===== src/logic/bridge_config.svh =====
`ifndef BRIDGE_CONFIG_SVH
`define BRIDGE_CONFIG_SVH

// Bus widths
`define ADDR_W 32
`define DATA_W 32

// SoC side IDs are wide, external side IDs index the remap table
`define SRC_ID_W 6
`define DST_ID_W 2

// Outstanding limits
`define MAX_TXN_PER_ID 4
`define NUM_PENDING 8

// Async FIFO depth is 2**LOG_DEPTH
`define LOG_DEPTH 2
`define SYNC_STAGES 2

`endif


===== src/logic/axi_bridge_pkg.sv =====
`include "bridge_config.svh"

package axi_bridge_pkg;

  // SoC side request and response
  typedef struct packed {
    logic [`ADDR_W-1:0]   addr;
    logic [`DATA_W-1:0]   wdata;
    logic                 write;
    logic [`SRC_ID_W-1:0] id;
  } src_req_t;

  typedef struct packed {
    logic [`DATA_W-1:0]   rdata;
    logic [`SRC_ID_W-1:0] id;
  } src_rsp_t;

  // External side, ID narrowed to a table index
  typedef struct packed {
    logic [`ADDR_W-1:0]   addr;
    logic [`DATA_W-1:0]   wdata;
    logic                 write;
    logic [`DST_ID_W-1:0] id;
  } dst_req_t;

  typedef struct packed {
    logic [`DATA_W-1:0]   rdata;
    logic [`DST_ID_W-1:0] id;
  } dst_rsp_t;

  // Gray pointer with wrap bit
  typedef logic [`LOG_DEPTH:0] ptr_t;

  typedef enum logic [1:0] {
    ISO_OPEN     = 2'd0,
    ISO_DRAIN    = 2'd1,
    ISO_ISOLATED = 2'd2
  } iso_state_e;

endpackage


===== src/logic/axi_id_remap.sv =====
`timescale 1ns/100ps
`include "bridge_config.svh"

module axi_id_remap
  import axi_bridge_pkg::*;
(
  input  logic     clk_i,
  input  logic     rst_n_i,
  input  src_req_t slv_req_i,
  input  logic     slv_req_valid_i,
  output logic     slv_req_ready_o,
  output src_rsp_t slv_rsp_o,
  output logic     slv_rsp_valid_o,
  input  logic     slv_rsp_ready_i,
  output dst_req_t mst_req_o,
  output logic     mst_req_valid_o,
  input  logic     mst_req_ready_i,
  input  dst_rsp_t mst_rsp_i,
  input  logic     mst_rsp_valid_i,
  output logic     mst_rsp_ready_o
);

  localparam int unsigned NUM_ENTRIES = 1 << `DST_ID_W;
  localparam int unsigned ID_W        = `DST_ID_W;
  localparam int unsigned CNT_W       = $clog2(`MAX_TXN_PER_ID + 1);

  logic [`SRC_ID_W-1:0] tbl_id_q [NUM_ENTRIES];
  logic [CNT_W-1:0]     cnt_q    [NUM_ENTRIES];

  logic            hit, free, held_q, can_go;
  logic [ID_W-1:0] hit_idx, free_idx, sel_idx, held_idx_q;
  logic            req_fire, rsp_fire;

  // Live entry with the same source ID, else lowest free entry
  always_comb begin
    hit      = 1'b0;
    hit_idx  = '0;
    free     = 1'b0;
    free_idx = '0;
    for (int i = NUM_ENTRIES - 1; i >= 0; i--) begin
      if (cnt_q[i] != '0 && tbl_id_q[i] == slv_req_i.id) begin
        hit     = 1'b1;
        hit_idx = ID_W'(i);
      end
      if (cnt_q[i] == '0) begin
        free     = 1'b1;
        free_idx = ID_W'(i);
      end
    end
  end

  // A stalled request keeps its index so the payload stays stable
  assign sel_idx = held_q ? held_idx_q : (hit ? hit_idx : free_idx);
  assign can_go  = (held_q || hit || free) && cnt_q[sel_idx] != CNT_W'(`MAX_TXN_PER_ID);

  always_comb begin
    mst_req_o.addr  = slv_req_i.addr;
    mst_req_o.wdata = slv_req_i.wdata;
    mst_req_o.write = slv_req_i.write;
    mst_req_o.id    = sel_idx;
  end

  assign mst_req_valid_o = slv_req_valid_i && can_go;
  assign slv_req_ready_o = mst_req_ready_i && can_go;
  assign req_fire        = mst_req_valid_o && mst_req_ready_i;

  // Response path restores the wide ID
  assign slv_rsp_o.rdata = mst_rsp_i.rdata;
  assign slv_rsp_o.id    = tbl_id_q[mst_rsp_i.id];
  assign slv_rsp_valid_o = mst_rsp_valid_i;
  assign mst_rsp_ready_o = slv_rsp_ready_i;
  assign rsp_fire        = mst_rsp_valid_i && slv_rsp_ready_i;

  always_ff @(posedge clk_i or negedge rst_n_i) begin
    if (!rst_n_i) begin
      held_q <= 1'b0;
      for (int i = 0; i < NUM_ENTRIES; i++) begin
        cnt_q[i] <= '0;
      end
    end else begin
      held_q <= mst_req_valid_o && !mst_req_ready_i;
      for (int i = 0; i < NUM_ENTRIES; i++) begin
        cnt_q[i] <= cnt_q[i] + CNT_W'(req_fire && sel_idx == ID_W'(i))
                             - CNT_W'(rsp_fire && mst_rsp_i.id == ID_W'(i));
      end
    end
  end

  always_ff @(posedge clk_i) begin
    held_idx_q <= sel_idx;
    if (req_fire) begin
      tbl_id_q[sel_idx] <= slv_req_i.id;
    end
  end

  // Remote side only answers IDs it was given
  assert property (@(posedge clk_i) disable iff (!rst_n_i)
    mst_rsp_valid_i |-> cnt_q[mst_rsp_i.id] != '0)
    else $error("axi_id_remap: response for idle entry %0d", mst_rsp_i.id);

endmodule


===== src/logic/axi_isolate.sv =====
`timescale 1ns/100ps
`include "bridge_config.svh"

module axi_isolate
  import axi_bridge_pkg::*;
(
  input  logic     clk_i,
  input  logic     rst_n_i,
  input  logic     isolate_i,
  output logic     isolated_o,
  input  dst_req_t slv_req_i,
  input  logic     slv_req_valid_i,
  output logic     slv_req_ready_o,
  output dst_rsp_t slv_rsp_o,
  output logic     slv_rsp_valid_o,
  input  logic     slv_rsp_ready_i,
  output dst_req_t mst_req_o,
  output logic     mst_req_valid_o,
  input  logic     mst_req_ready_i,
  input  dst_rsp_t mst_rsp_i,
  input  logic     mst_rsp_valid_i,
  output logic     mst_rsp_ready_o
);

  localparam int unsigned PEND_W = $clog2(`NUM_PENDING + 1);

  iso_state_e        state_q, state_d;
  logic [PEND_W-1:0] pending_q;
  logic              held_q, pass, stall, req_fire, rsp_fire;

  // A request already presented downstream is let through before blocking
  assign pass = state_q == ISO_OPEN && pending_q != PEND_W'(`NUM_PENDING)
                && (!isolate_i || held_q);

  assign mst_req_o       = slv_req_i;
  assign mst_req_valid_o = slv_req_valid_i && pass;
  assign slv_req_ready_o = mst_req_ready_i && pass;
  assign slv_rsp_o       = mst_rsp_i;
  assign slv_rsp_valid_o = mst_rsp_valid_i;
  assign mst_rsp_ready_o = slv_rsp_ready_i;

  assign stall      = mst_req_valid_o && !mst_req_ready_i;
  assign req_fire   = mst_req_valid_o && mst_req_ready_i;
  assign rsp_fire   = mst_rsp_valid_i && slv_rsp_ready_i;
  assign isolated_o = state_q == ISO_ISOLATED;

  always_comb begin
    state_d = state_q;
    case (state_q)
      ISO_OPEN: begin
        if (isolate_i && !stall) begin
          state_d = ISO_DRAIN;
        end
      end
      ISO_DRAIN: begin
        if (!isolate_i) begin
          state_d = ISO_OPEN;
        end else if (pending_q == '0) begin
          state_d = ISO_ISOLATED;
        end
      end
      ISO_ISOLATED: begin
        if (!isolate_i) begin
          state_d = ISO_OPEN;
        end
      end
      default: state_d = ISO_OPEN;
    endcase
  end

  always_ff @(posedge clk_i or negedge rst_n_i) begin
    if (!rst_n_i) begin
      state_q   <= ISO_OPEN;
      pending_q <= '0;
      held_q    <= 1'b0;
    end else begin
      state_q   <= state_d;
      pending_q <= pending_q + PEND_W'(req_fire) - PEND_W'(rsp_fire);
      held_q    <= stall;
    end
  end

  // Every response matches an earlier request
  assert property (@(posedge clk_i) disable iff (!rst_n_i)
    rsp_fire |-> pending_q != '0)
    else $error("axi_isolate: pending count underflow");

endmodule


===== src/logic/axi_cdc_src.sv =====
`timescale 1ns/100ps
`include "bridge_config.svh"

module axi_cdc_src
  import axi_bridge_pkg::*;
(
  input  logic                             clk_i,
  input  logic                             rst_n_i,
  input  dst_req_t                         req_i,
  input  logic                             req_valid_i,
  output logic                             req_ready_o,
  output dst_rsp_t                         rsp_o,
  output logic                             rsp_valid_o,
  input  logic                             rsp_ready_i,
  output dst_req_t [(1 << `LOG_DEPTH)-1:0] async_req_data_o,
  output ptr_t                             async_req_wptr_o,
  input  ptr_t                             async_req_rptr_i,
  input  dst_rsp_t [(1 << `LOG_DEPTH)-1:0] async_rsp_data_i,
  input  ptr_t                             async_rsp_wptr_i,
  output ptr_t                             async_rsp_rptr_o
);

  // Full when the two MSBs of the Gray pointers differ and the rest match
  localparam ptr_t FULL_MASK = ptr_t'(3) << (`LOG_DEPTH - 1);

  // Index 0 is the remote read pointer, index 1 the remote write pointer
  ptr_t [1:0] sync_q [`SYNC_STAGES];
  ptr_t       req_rptr_s, rsp_wptr_s;
  ptr_t       wptr_bin_q, rptr_bin_q;
  logic       rdy_q, full, req_fire, rsp_fire;

  function automatic ptr_t bin2gray(input ptr_t bin);
    return bin ^ (bin >> 1);
  endfunction

  always_ff @(posedge clk_i or negedge rst_n_i) begin
    if (!rst_n_i) begin
      for (int i = 0; i < `SYNC_STAGES; i++) begin
        sync_q[i] <= '0;
      end
    end else begin
      sync_q[0] <= {async_rsp_wptr_i, async_req_rptr_i};
      for (int i = 1; i < `SYNC_STAGES; i++) begin
        sync_q[i] <= sync_q[i-1];
      end
    end
  end

  assign req_rptr_s = sync_q[`SYNC_STAGES-1][0];
  assign rsp_wptr_s = sync_q[`SYNC_STAGES-1][1];

  // Request writer
  assign full        = async_req_wptr_o == (req_rptr_s ^ FULL_MASK);
  assign req_ready_o = rdy_q && !full;
  assign req_fire    = req_valid_i && req_ready_o;

  always_ff @(posedge clk_i or negedge rst_n_i) begin
    if (!rst_n_i) begin
      rdy_q            <= 1'b0;
      wptr_bin_q       <= '0;
      async_req_wptr_o <= '0;
    end else begin
      // Hold off requests until the first edge out of reset
      rdy_q <= 1'b1;
      if (req_fire) begin
        wptr_bin_q       <= wptr_bin_q + ptr_t'(1);
        async_req_wptr_o <= bin2gray(wptr_bin_q + ptr_t'(1));
      end
    end
  end

  always_ff @(posedge clk_i) begin
    if (req_fire) begin
      async_req_data_o[wptr_bin_q[`LOG_DEPTH-1:0]] <= req_i;
    end
  end

  // Response reader, head word straight from the remote array
  assign rsp_valid_o = async_rsp_rptr_o != rsp_wptr_s;
  assign rsp_o       = async_rsp_data_i[rptr_bin_q[`LOG_DEPTH-1:0]];
  assign rsp_fire    = rsp_valid_o && rsp_ready_i;

  always_ff @(posedge clk_i or negedge rst_n_i) begin
    if (!rst_n_i) begin
      rptr_bin_q       <= '0;
      async_rsp_rptr_o <= '0;
    end else if (rsp_fire) begin
      rptr_bin_q       <= rptr_bin_q + ptr_t'(1);
      async_rsp_rptr_o <= bin2gray(rptr_bin_q + ptr_t'(1));
    end
  end

  // Live remote read pointer must still leave a free slot on every write
  assert property (@(posedge clk_i) disable iff (!rst_n_i)
    req_fire |-> async_req_wptr_o != (async_req_rptr_i ^ FULL_MASK))
    else $error("axi_cdc_src: write while full");

endmodule


===== src/logic/ext_slv_port.sv =====
`timescale 1ns/100ps
`include "bridge_config.svh"

module ext_slv_port
  import axi_bridge_pkg::*;
(
  input  logic                             clk_i,
  input  logic                             rst_n_i,
  input  logic                             isolate_i,
  output logic                             isolated_o,
  input  src_req_t                         req_i,
  input  logic                             req_valid_i,
  output logic                             req_ready_o,
  output src_rsp_t                         rsp_o,
  output logic                             rsp_valid_o,
  input  logic                             rsp_ready_i,
  output dst_req_t [(1 << `LOG_DEPTH)-1:0] async_req_data_o,
  output ptr_t                             async_req_wptr_o,
  input  ptr_t                             async_req_rptr_i,
  input  dst_rsp_t [(1 << `LOG_DEPTH)-1:0] async_rsp_data_i,
  input  ptr_t                             async_rsp_wptr_i,
  output ptr_t                             async_rsp_rptr_o
);

  // Remap to isolate, isolate to CDC
  dst_req_t remap_req, iso_req;
  dst_rsp_t remap_rsp, iso_rsp;
  logic     remap_req_valid, remap_req_ready, remap_rsp_valid, remap_rsp_ready;
  logic     iso_req_valid, iso_req_ready, iso_rsp_valid, iso_rsp_ready;

  axi_id_remap i_axi_id_remap (
    .clk_i           (clk_i),
    .rst_n_i         (rst_n_i),
    .slv_req_i       (req_i),
    .slv_req_valid_i (req_valid_i),
    .slv_req_ready_o (req_ready_o),
    .slv_rsp_o       (rsp_o),
    .slv_rsp_valid_o (rsp_valid_o),
    .slv_rsp_ready_i (rsp_ready_i),
    .mst_req_o       (remap_req),
    .mst_req_valid_o (remap_req_valid),
    .mst_req_ready_i (remap_req_ready),
    .mst_rsp_i       (remap_rsp),
    .mst_rsp_valid_i (remap_rsp_valid),
    .mst_rsp_ready_o (remap_rsp_ready)
  );

  axi_isolate i_axi_isolate (
    .clk_i           (clk_i),
    .rst_n_i         (rst_n_i),
    .isolate_i       (isolate_i),
    .isolated_o      (isolated_o),
    .slv_req_i       (remap_req),
    .slv_req_valid_i (remap_req_valid),
    .slv_req_ready_o (remap_req_ready),
    .slv_rsp_o       (remap_rsp),
    .slv_rsp_valid_o (remap_rsp_valid),
    .slv_rsp_ready_i (remap_rsp_ready),
    .mst_req_o       (iso_req),
    .mst_req_valid_o (iso_req_valid),
    .mst_req_ready_i (iso_req_ready),
    .mst_rsp_i       (iso_rsp),
    .mst_rsp_valid_i (iso_rsp_valid),
    .mst_rsp_ready_o (iso_rsp_ready)
  );

  axi_cdc_src i_axi_cdc_src (
    .clk_i            (clk_i),
    .rst_n_i          (rst_n_i),
    .req_i            (iso_req),
    .req_valid_i      (iso_req_valid),
    .req_ready_o      (iso_req_ready),
    .rsp_o            (iso_rsp),
    .rsp_valid_o      (iso_rsp_valid),
    .rsp_ready_i      (iso_rsp_ready),
    .async_req_data_o (async_req_data_o),
    .async_req_wptr_o (async_req_wptr_o),
    .async_req_rptr_i (async_req_rptr_i),
    .async_rsp_data_i (async_rsp_data_i),
    .async_rsp_wptr_i (async_rsp_wptr_i),
    .async_rsp_rptr_o (async_rsp_rptr_o)
  );

endmodule


===== config.mk =====
export PLATFORM = sky130hd
export DESIGN_NAME = ext_slv_port
export DESIGN_NICKNAME = d
export VERILOG_FILES = /design/src/logic/axi_bridge_pkg.sv /design/src/logic/axi_id_remap.sv /design/src/logic/axi_isolate.sv /design/src/logic/axi_cdc_src.sv /design/src/logic/ext_slv_port.sv
export VERILOG_INCLUDE_DIRS = /design/src /design/src/logic
export SDC_FILE = /design/constraint.sdc
export NUM_CORES = 1
export LEC_CHECK = 0
export ABC_AREA = 1
export BUFFER_PORTS_ARGS = -buffer_cell sky130_fd_sc_hd__buf_2
export CORE_AREA = 3 3 203 205
export DETAILED_ROUTE_END_ITERATION = 16
export DIE_AREA = 0 0 206 208
export GPL_ROUTABILITY_DRIVEN = 0
export MAX_ROUTING_LAYER = met4
export PLACE_DENSITY_LB_ADDON = 0.1
export SLEW_MARGIN = 10
export SYNTH_ARGS = -nofsm -noshare
export SYNTH_HDL_FRONTEND = slang
export SYNTH_SLANG_ARGS = --single-unit

===== constraint.sdc =====
create_clock -name clk_i -period 12.4 [get_ports clk_i]
set_input_delay 0.62 -clock clk_i [delete_from_list [all_inputs] [get_ports clk_i]]
set_output_delay 0.62 -clock clk_i [all_outputs]
set_load 0.05 [all_outputs]

## Word level (Yosys, flattened, before mapping)

Memories as Yosys holds them, arrays and structs flattened.
Index checks and enable logic that the tools add are counted.

| word-level totals | value |
|---|---|
| output and inout port bits | 315 |
| memories | 1 |
| register bits after elaboration | 315 |
| bits in writable memories | 24 |
| bits in latches | 0 |
| word-level logic and storage cells | 155 |
| memory bits (read-only) | 0 |

| cells by class | value |
|---|---|
| equal/unequal tests | 19 |
| multiplexer cells | 33 |
| add/subtract/negate cells | 12 |
| reductions and logical operators | 48 |
| multiply operators | 0 |
| shift-type cells | 0 |
| divide/modulo/power cells | 0 |
| magnitude comparators | 4 |
| bitwise gates (word level) | 4 |

Memory list:

| name | depth | bits a word | rd ports | clocked after Yosys merged registers in | write ports | RTL line | RTL |
|---|---|---|---|---|---|---|---|
| i_axi_id_remap.tbl_id_q | 4 | 6 | 5 | 0 | 1 | axi_id_remap.sv:27 | `` logic [`SRC_ID_W-1:0] tbl_id_q [NUM_ENTRIES]; `` |

Operators by type and width:

| kind | number |
|---|---|
| 268-bit bitwise mux | 1 |
| 67-bit demux with 2-bit select | 1 |
| 34-bit binary-select mux with 2-bit select | 1 |
| 67-bit two-way mux | 1 |
| 34-bit two-way mux | 1 |
| 2-bit two-way mux | 14 |
| 1-bit logical AND | 27 |
| 6-bit == test | 4 |
| 3-bit by 1-bit adder with 3-bit output | 4 |
| 3-bit logical NOT | 4 |
| 3-bit nonzero test | 4 |
| 3-bit by 1-bit subtractor with 3-bit output | 4 |
| 2-bit == test, second input constant | 5 |
| 1-bit two-way mux | 10 |
| 3-bit by 1-bit adder with 3-bit output, second input constant | 2 |
| 3-bit binary-select mux with 2-bit select | 1 |
| 2-bit by 1-bit == test with 1-bit output, second input constant | 3 |
| 2-bit logical NOT | 3 |
| 2-bit by 3-bit < comparator with 1-bit output, second input constant | 2 |
| 3-bit two-way mux | 2 |
| 2-bit case mux with 3 select lines | 1 |
| 3-bit by 2-bit bitwise XOR with 3-bit output | 2 |
| 1-bit logical NOT | 5 |
| 4-bit by 1-bit adder with 4-bit output | 1 |
| other kinds (14) | 17 |

## Longest topological paths before layout

| depth | value |
|---|---|
| depth in word-level cells | 21 |
| depth in mapped cells | 22 |
| mapped depth without buffers | 21 |

## Cells and area by module

A second synthesis with hierarchy kept.

| unflattened totals | value |
|---|---|
| cells, all modules | 1146 |
| area, all modules | 14561.5 sq um |

By module, submodules not included:

| module | area each (sq um) | cells an instance | instances |
|---|---|---|---|
| axi_cdc_src | 10038.4 | 573 | 1 |
| axi_id_remap | 3298.2 | 419 | 1 |
| axi_isolate | 1224.9 | 154 | 1 |

## Worst setup path before layout

OpenSTA, ideal clock, no wires.

| timing path | value |
|---|---|
| path type | input -> register |
| start | input req_i[5] in the netlist's numbering |
| end | register, netlist name i_axi_cdc_src.async_req_data_o[0] |
| data required time | 11.961 ns |
| data arrival time | 3.743 ns |
| path buffers | 2 |
| slack | 8.219 ns |
| cell stages on the path | 17 |
| cells stage by stage | buf_4 -> inv_2 -> nand2_1 -> nand2_1 -> nand3_2 -> inv_1 -> nand2_1 -> nand2_1 -> nor2_2 -> nand2_2 -> nand2_4 -> nand4_1 -> nand2_2 -> o21a_4 -> nand3_4 -> buf_12 -> nor2_2 |

RTL lines:

| item | RTL line | RTL |
|---|---|---|
| start, declared | ext_slv_port.sv:11 | `input src_req_t req_i,` |

==> flow_summary.json <==
{
  "via_per_inst": 4.467,
  "min_period_over_period_pct": 40.17,
  "cp_cell_sequence": "clkinv_1 > a32oi_1 > inv_1 > nor2_1 > inv_1 > o221ai_1 > buf_2",
  "slew_headroom_pct": 30.21,
  "dp_hpwl_um": 28900,
  "worstSetupPathType": "flip-flop to output port",
  "grt_first_pass_wirelength_um": 55370,
  "peakVddDrop_mv": 0.1974,
  "drc": 0,
  "first_pass_iters": 5,
  "seqPwrFrac_pct": 37.7,
  "ys_seq_area_share_pct": 77.03,
  "syn_avg_cell_area_um2": 14.42,
  "rr_worst_depth": 13,
  "layout-drive-gt1-share_pct": 42.38,
  "yosysUniqueCellTypes": 42,
  "cellPowerDensity_nw_per_um2": 212.9,
  "p_sw_share_pct": 39.12,
  "yosys-top-cells-area": "edfxtp_1 (68%), dfrtp_1 (8.4%), nand2_1 (3.3%)",
  "initial_utilization_pct": 32.37,
  "reg2reg_to": "i_axi_id_remap.cnt_q[2]",
  "clkSinkCount": 337,
  "numPortBuffers": 532,
  "syn_inst": 890,
  "synth_area_um2": 12830,
  "startpoint_type": "flip-flop",
  "vias": 8934,
  "synth_edf_count": 292,
  "p_comb_share_pct": 34.6,
  "power_mw": 3.666,
  "nNetsFinal": 1683,
  "synth_top_area_share_pct": 68.33,
  "worst_pin_slew_ns": 1.047,
  "area_delta_synth_final_pct": 34.19,
  "synth_adder_area_share_pct": 2.633,
  "worstReg2RegStart": "i_axi_cdc_src.rptr_bin_q[1]",
  "hold_viol": 0,
  "grt_usage_pct": 17.70,
  "synthArstFlopShare_pct": 12.76,
  "max-clock-path-buffers": 3,
  "cp.required_ns": 11.78,
  "max_stage_delay_ns": 1.06,
  "critPathMaxFanout": 37,
  "ctsHoldBuffers": 0,
  "overflow": 0,
  "synth_simple_gate_area_share_pct": 8.970,
  "p_int_mw": 2.232,
  "path_clk_slew_ns": 0.06,
  "synth_top_family_by_area": "simple AND/OR/NAND/NOR gates",
  "die-area_um2": 42850,
  "htreeDepth": 2,
  "wl_um": 38500,
  "drtIter0Drc": 411,
  "post_drt_wl_per_cell_um": 19.25,
  "status": "finished, final reports clean",
  "synth.area.mux_share_pct": 0,
  "synth_top_cell_by_area": "edfxtp_1",
  "hold_ws_ns": 0.1666,
  "setup-violations-final": 0,
  "ys.flop_type": "edfxtp_1",
  "final_max_slew_viol_count": 0,
  "switchingPower_mw": 1.434,
  "rrSetupSlack_ns": 7.72,
  "synth-compound-area-share_pct": 5.782,
  "boundaryPins": 533,
  "cts_tree": "done",
  "setup_tns_ns": 0,
  "post_cts_resized": 0,
  "leakagePower_nw": 7.321,
  "clockPowerShare_pct": 27.7,
  "ys.warnings.count": 0,
  "cp.arrival_ns": 4.36,
  "grt_pass1_vias": 8891,
  "synth-xor-area-share_pct": 1.979,
  "rows": 73,
  "fin_skew_ns": 0.01538,
  "die_x_um": 206,
  "endpoint_kind": "output port",
  "rsz0062_at_grt": "no",
  "hp-class": "primary input to async pin",
  "syn_nets": 1132,
  "drv_cap": 0,
  "grt_antenna_before_repair": 6,
  "cts_buffers": 37,
  "ys_ff_latch": 337,
  "fmax_mhz": 200.8,
  "min_period_ns": 4.981,
  "grt_max_degree": 72,
  "crit_top_cell": "inv_1",
  "ant_nets": 0,
  "clk_latency_ns": 0.55,
  "nFillCells": 3736,
  "chipHeight_um": 208,
  "fp.coreArea_um2": 39640,
  "postCtsSetupBuffers": 0,
  "slowest_stage": "clkinv_1",
  "cts_root_buf": "clkbuf_16"
}
cell usage after synthesis (13+ instances only):
cell type and number:
inv_1 79, nand3_1 20, o22ai_1 36, clkbuf_1 18
xor2_1 13, nor2_1 94, o21ai_0 69, nand2_1 114
dfrtp_1 43, edfxtp_1 292, ha_1 19, xnor2_1 16
registers in the layout, indices dropped and copies added, names as in the netlist:
name / flops
i_axi_id_remap.held_idx_q: 2
i_axi_cdc_src.async_req_data_o: 268
i_axi_cdc_src.rsp_wptr_s: 3
i_axi_cdc_src.rptr_bin_q: 2
i_axi_cdc_src.req_rptr_s: 3
i_axi_cdc_src.sync_q: 6
i_axi_cdc_src.rdy_q: 1
i_axi_cdc_src.async_req_wptr_o: 2
i_axi_cdc_src.wptr_bin_q: 3
i_axi_isolate.pending_q: 4
i_axi_id_remap.cnt_q: 12
i_axi_id_remap.held_q: 1
i_axi_isolate.held_q: 1
i_axi_id_remap.tbl_id_q: 24
i_axi_cdc_src.async_rsp_rptr_o: 3
i_axi_isolate.state_q: 2
final cells by class:
cell class | instances | area (um^2) | area share [%]
antenna | 5 | 12.51 | 0.07266
clock buffer | 44 | 952.2 | 5.529
clock inverter | 24 | 170.2 | 0.9882
inverter | 85 | 319.1 | 1.853
multi-input combinational | 441 | 2509 | 14.57
sequential | 337 | 9886 | 57.41
tap | 525 | 656.9 | 3.815
timing repair buffer | 539 | 2715 | 15.77
worst max-delay path by stage:
stage / from / endpoint / slack, ns / cells after the start
2_1_floorplan: req_i[5] / i_axi_cdc_src.async_req_data_o[0] / 8.22 / 17
3_3_place_gp: i_axi_cdc_src.rptr_bin_q[1] / i_axi_id_remap.cnt_q[2] / 7.89 / 13
3_5_place_dp: i_axi_cdc_src.rptr_bin_q[1] / i_axi_id_remap.cnt_q[2] / 7.73 / 13
4_1_cts: i_axi_cdc_src.rptr_bin_q[1] / rsp_o[1] / 7.38 / 7
5_1_grt: i_axi_cdc_src.rptr_bin_q[1] / rsp_o[3] / 7.04 / 7
6_report: i_axi_cdc_src.rptr_bin_q[1] / rsp_o[3] / 7.42 / 7
cell usage in the layout (no fill, tap or decap), drive strengths merged, types with 2 or more instances in the layout:
master / instances
nand4: 5
a21oi: 8
ha: 19
edfxtp: 292
inv: 87
o21ai: 69
clkinvlp: 3
o221ai: 2
xnor2: 16
xor2: 13
dfxtp: 2
dfrtp: 43
buf: 539
diode: 5
clkinv: 18
clkbuf: 44
nor2: 100
a221o: 2
fa: 5
nand3b: 2
o22ai: 36
nand3: 28
a22oi: 2
o2111ai: 2
nand2: 119
nor3: 5
layer usage:
metal	share of wire [%]	vias up	track usage (%)
met4	3.1	0	6.554
met2	51	358	30.68
li1	-	4258	-
met5	0	-	-
met1	37	4238	19.22
met3	8.6	80	5.117
metrics by stage:
stage / instance area (um^2) / std cells / util, % / setup slack [ns]
2_1_floorplan: 12830 / 890 / - / 8.219
3_3_place_gp: 16090 / 1927 / 40.58 / 7.894
3_5_place_dp: 16090 / 1927 / 40.58 / 7.730
4_1_cts: 17210 / 1995 / 43.41 / 7.382
5_1_grt: 17220 / 2000 / 43.44 / 7.038
6_report: 17220 / 2000 / 43.44 / 7.419
critical path, delay by kind of cell (launching register included):
kind	cells	cell delay, ns
AOI/OAI and AO/OA	2	0.81
and+or+nand+nor	1	0.34
DFF	1	0.99
buffers and inverters	4	1.66
power groups by stage:
stage                     logic, mW  registers (mW)  clock network, mW
after floorplan               0.881            1.48                  0
after global placement         1.27            1.41                  0
after detailed placement       1.27            1.41                  0
after CTS                      1.28            1.38               1.05
after global routing           1.38            1.39               1.10
final                          1.27            1.38               1.01
cell families (layout without fill, tap and decap cells):
group / after synthesis / in the layout
DFF: 337 / 337
and+or+nand+nor: 261 / 261
AOI/OAI and AO/OA: 126 / 126
buffers and inverters: 112 / 692
xor gates and xnor gates: 29 / 29
adders and majority gates: 24 / 24
other: 1 / 6
Note: power is estimated with default switching activity, not from simulation.
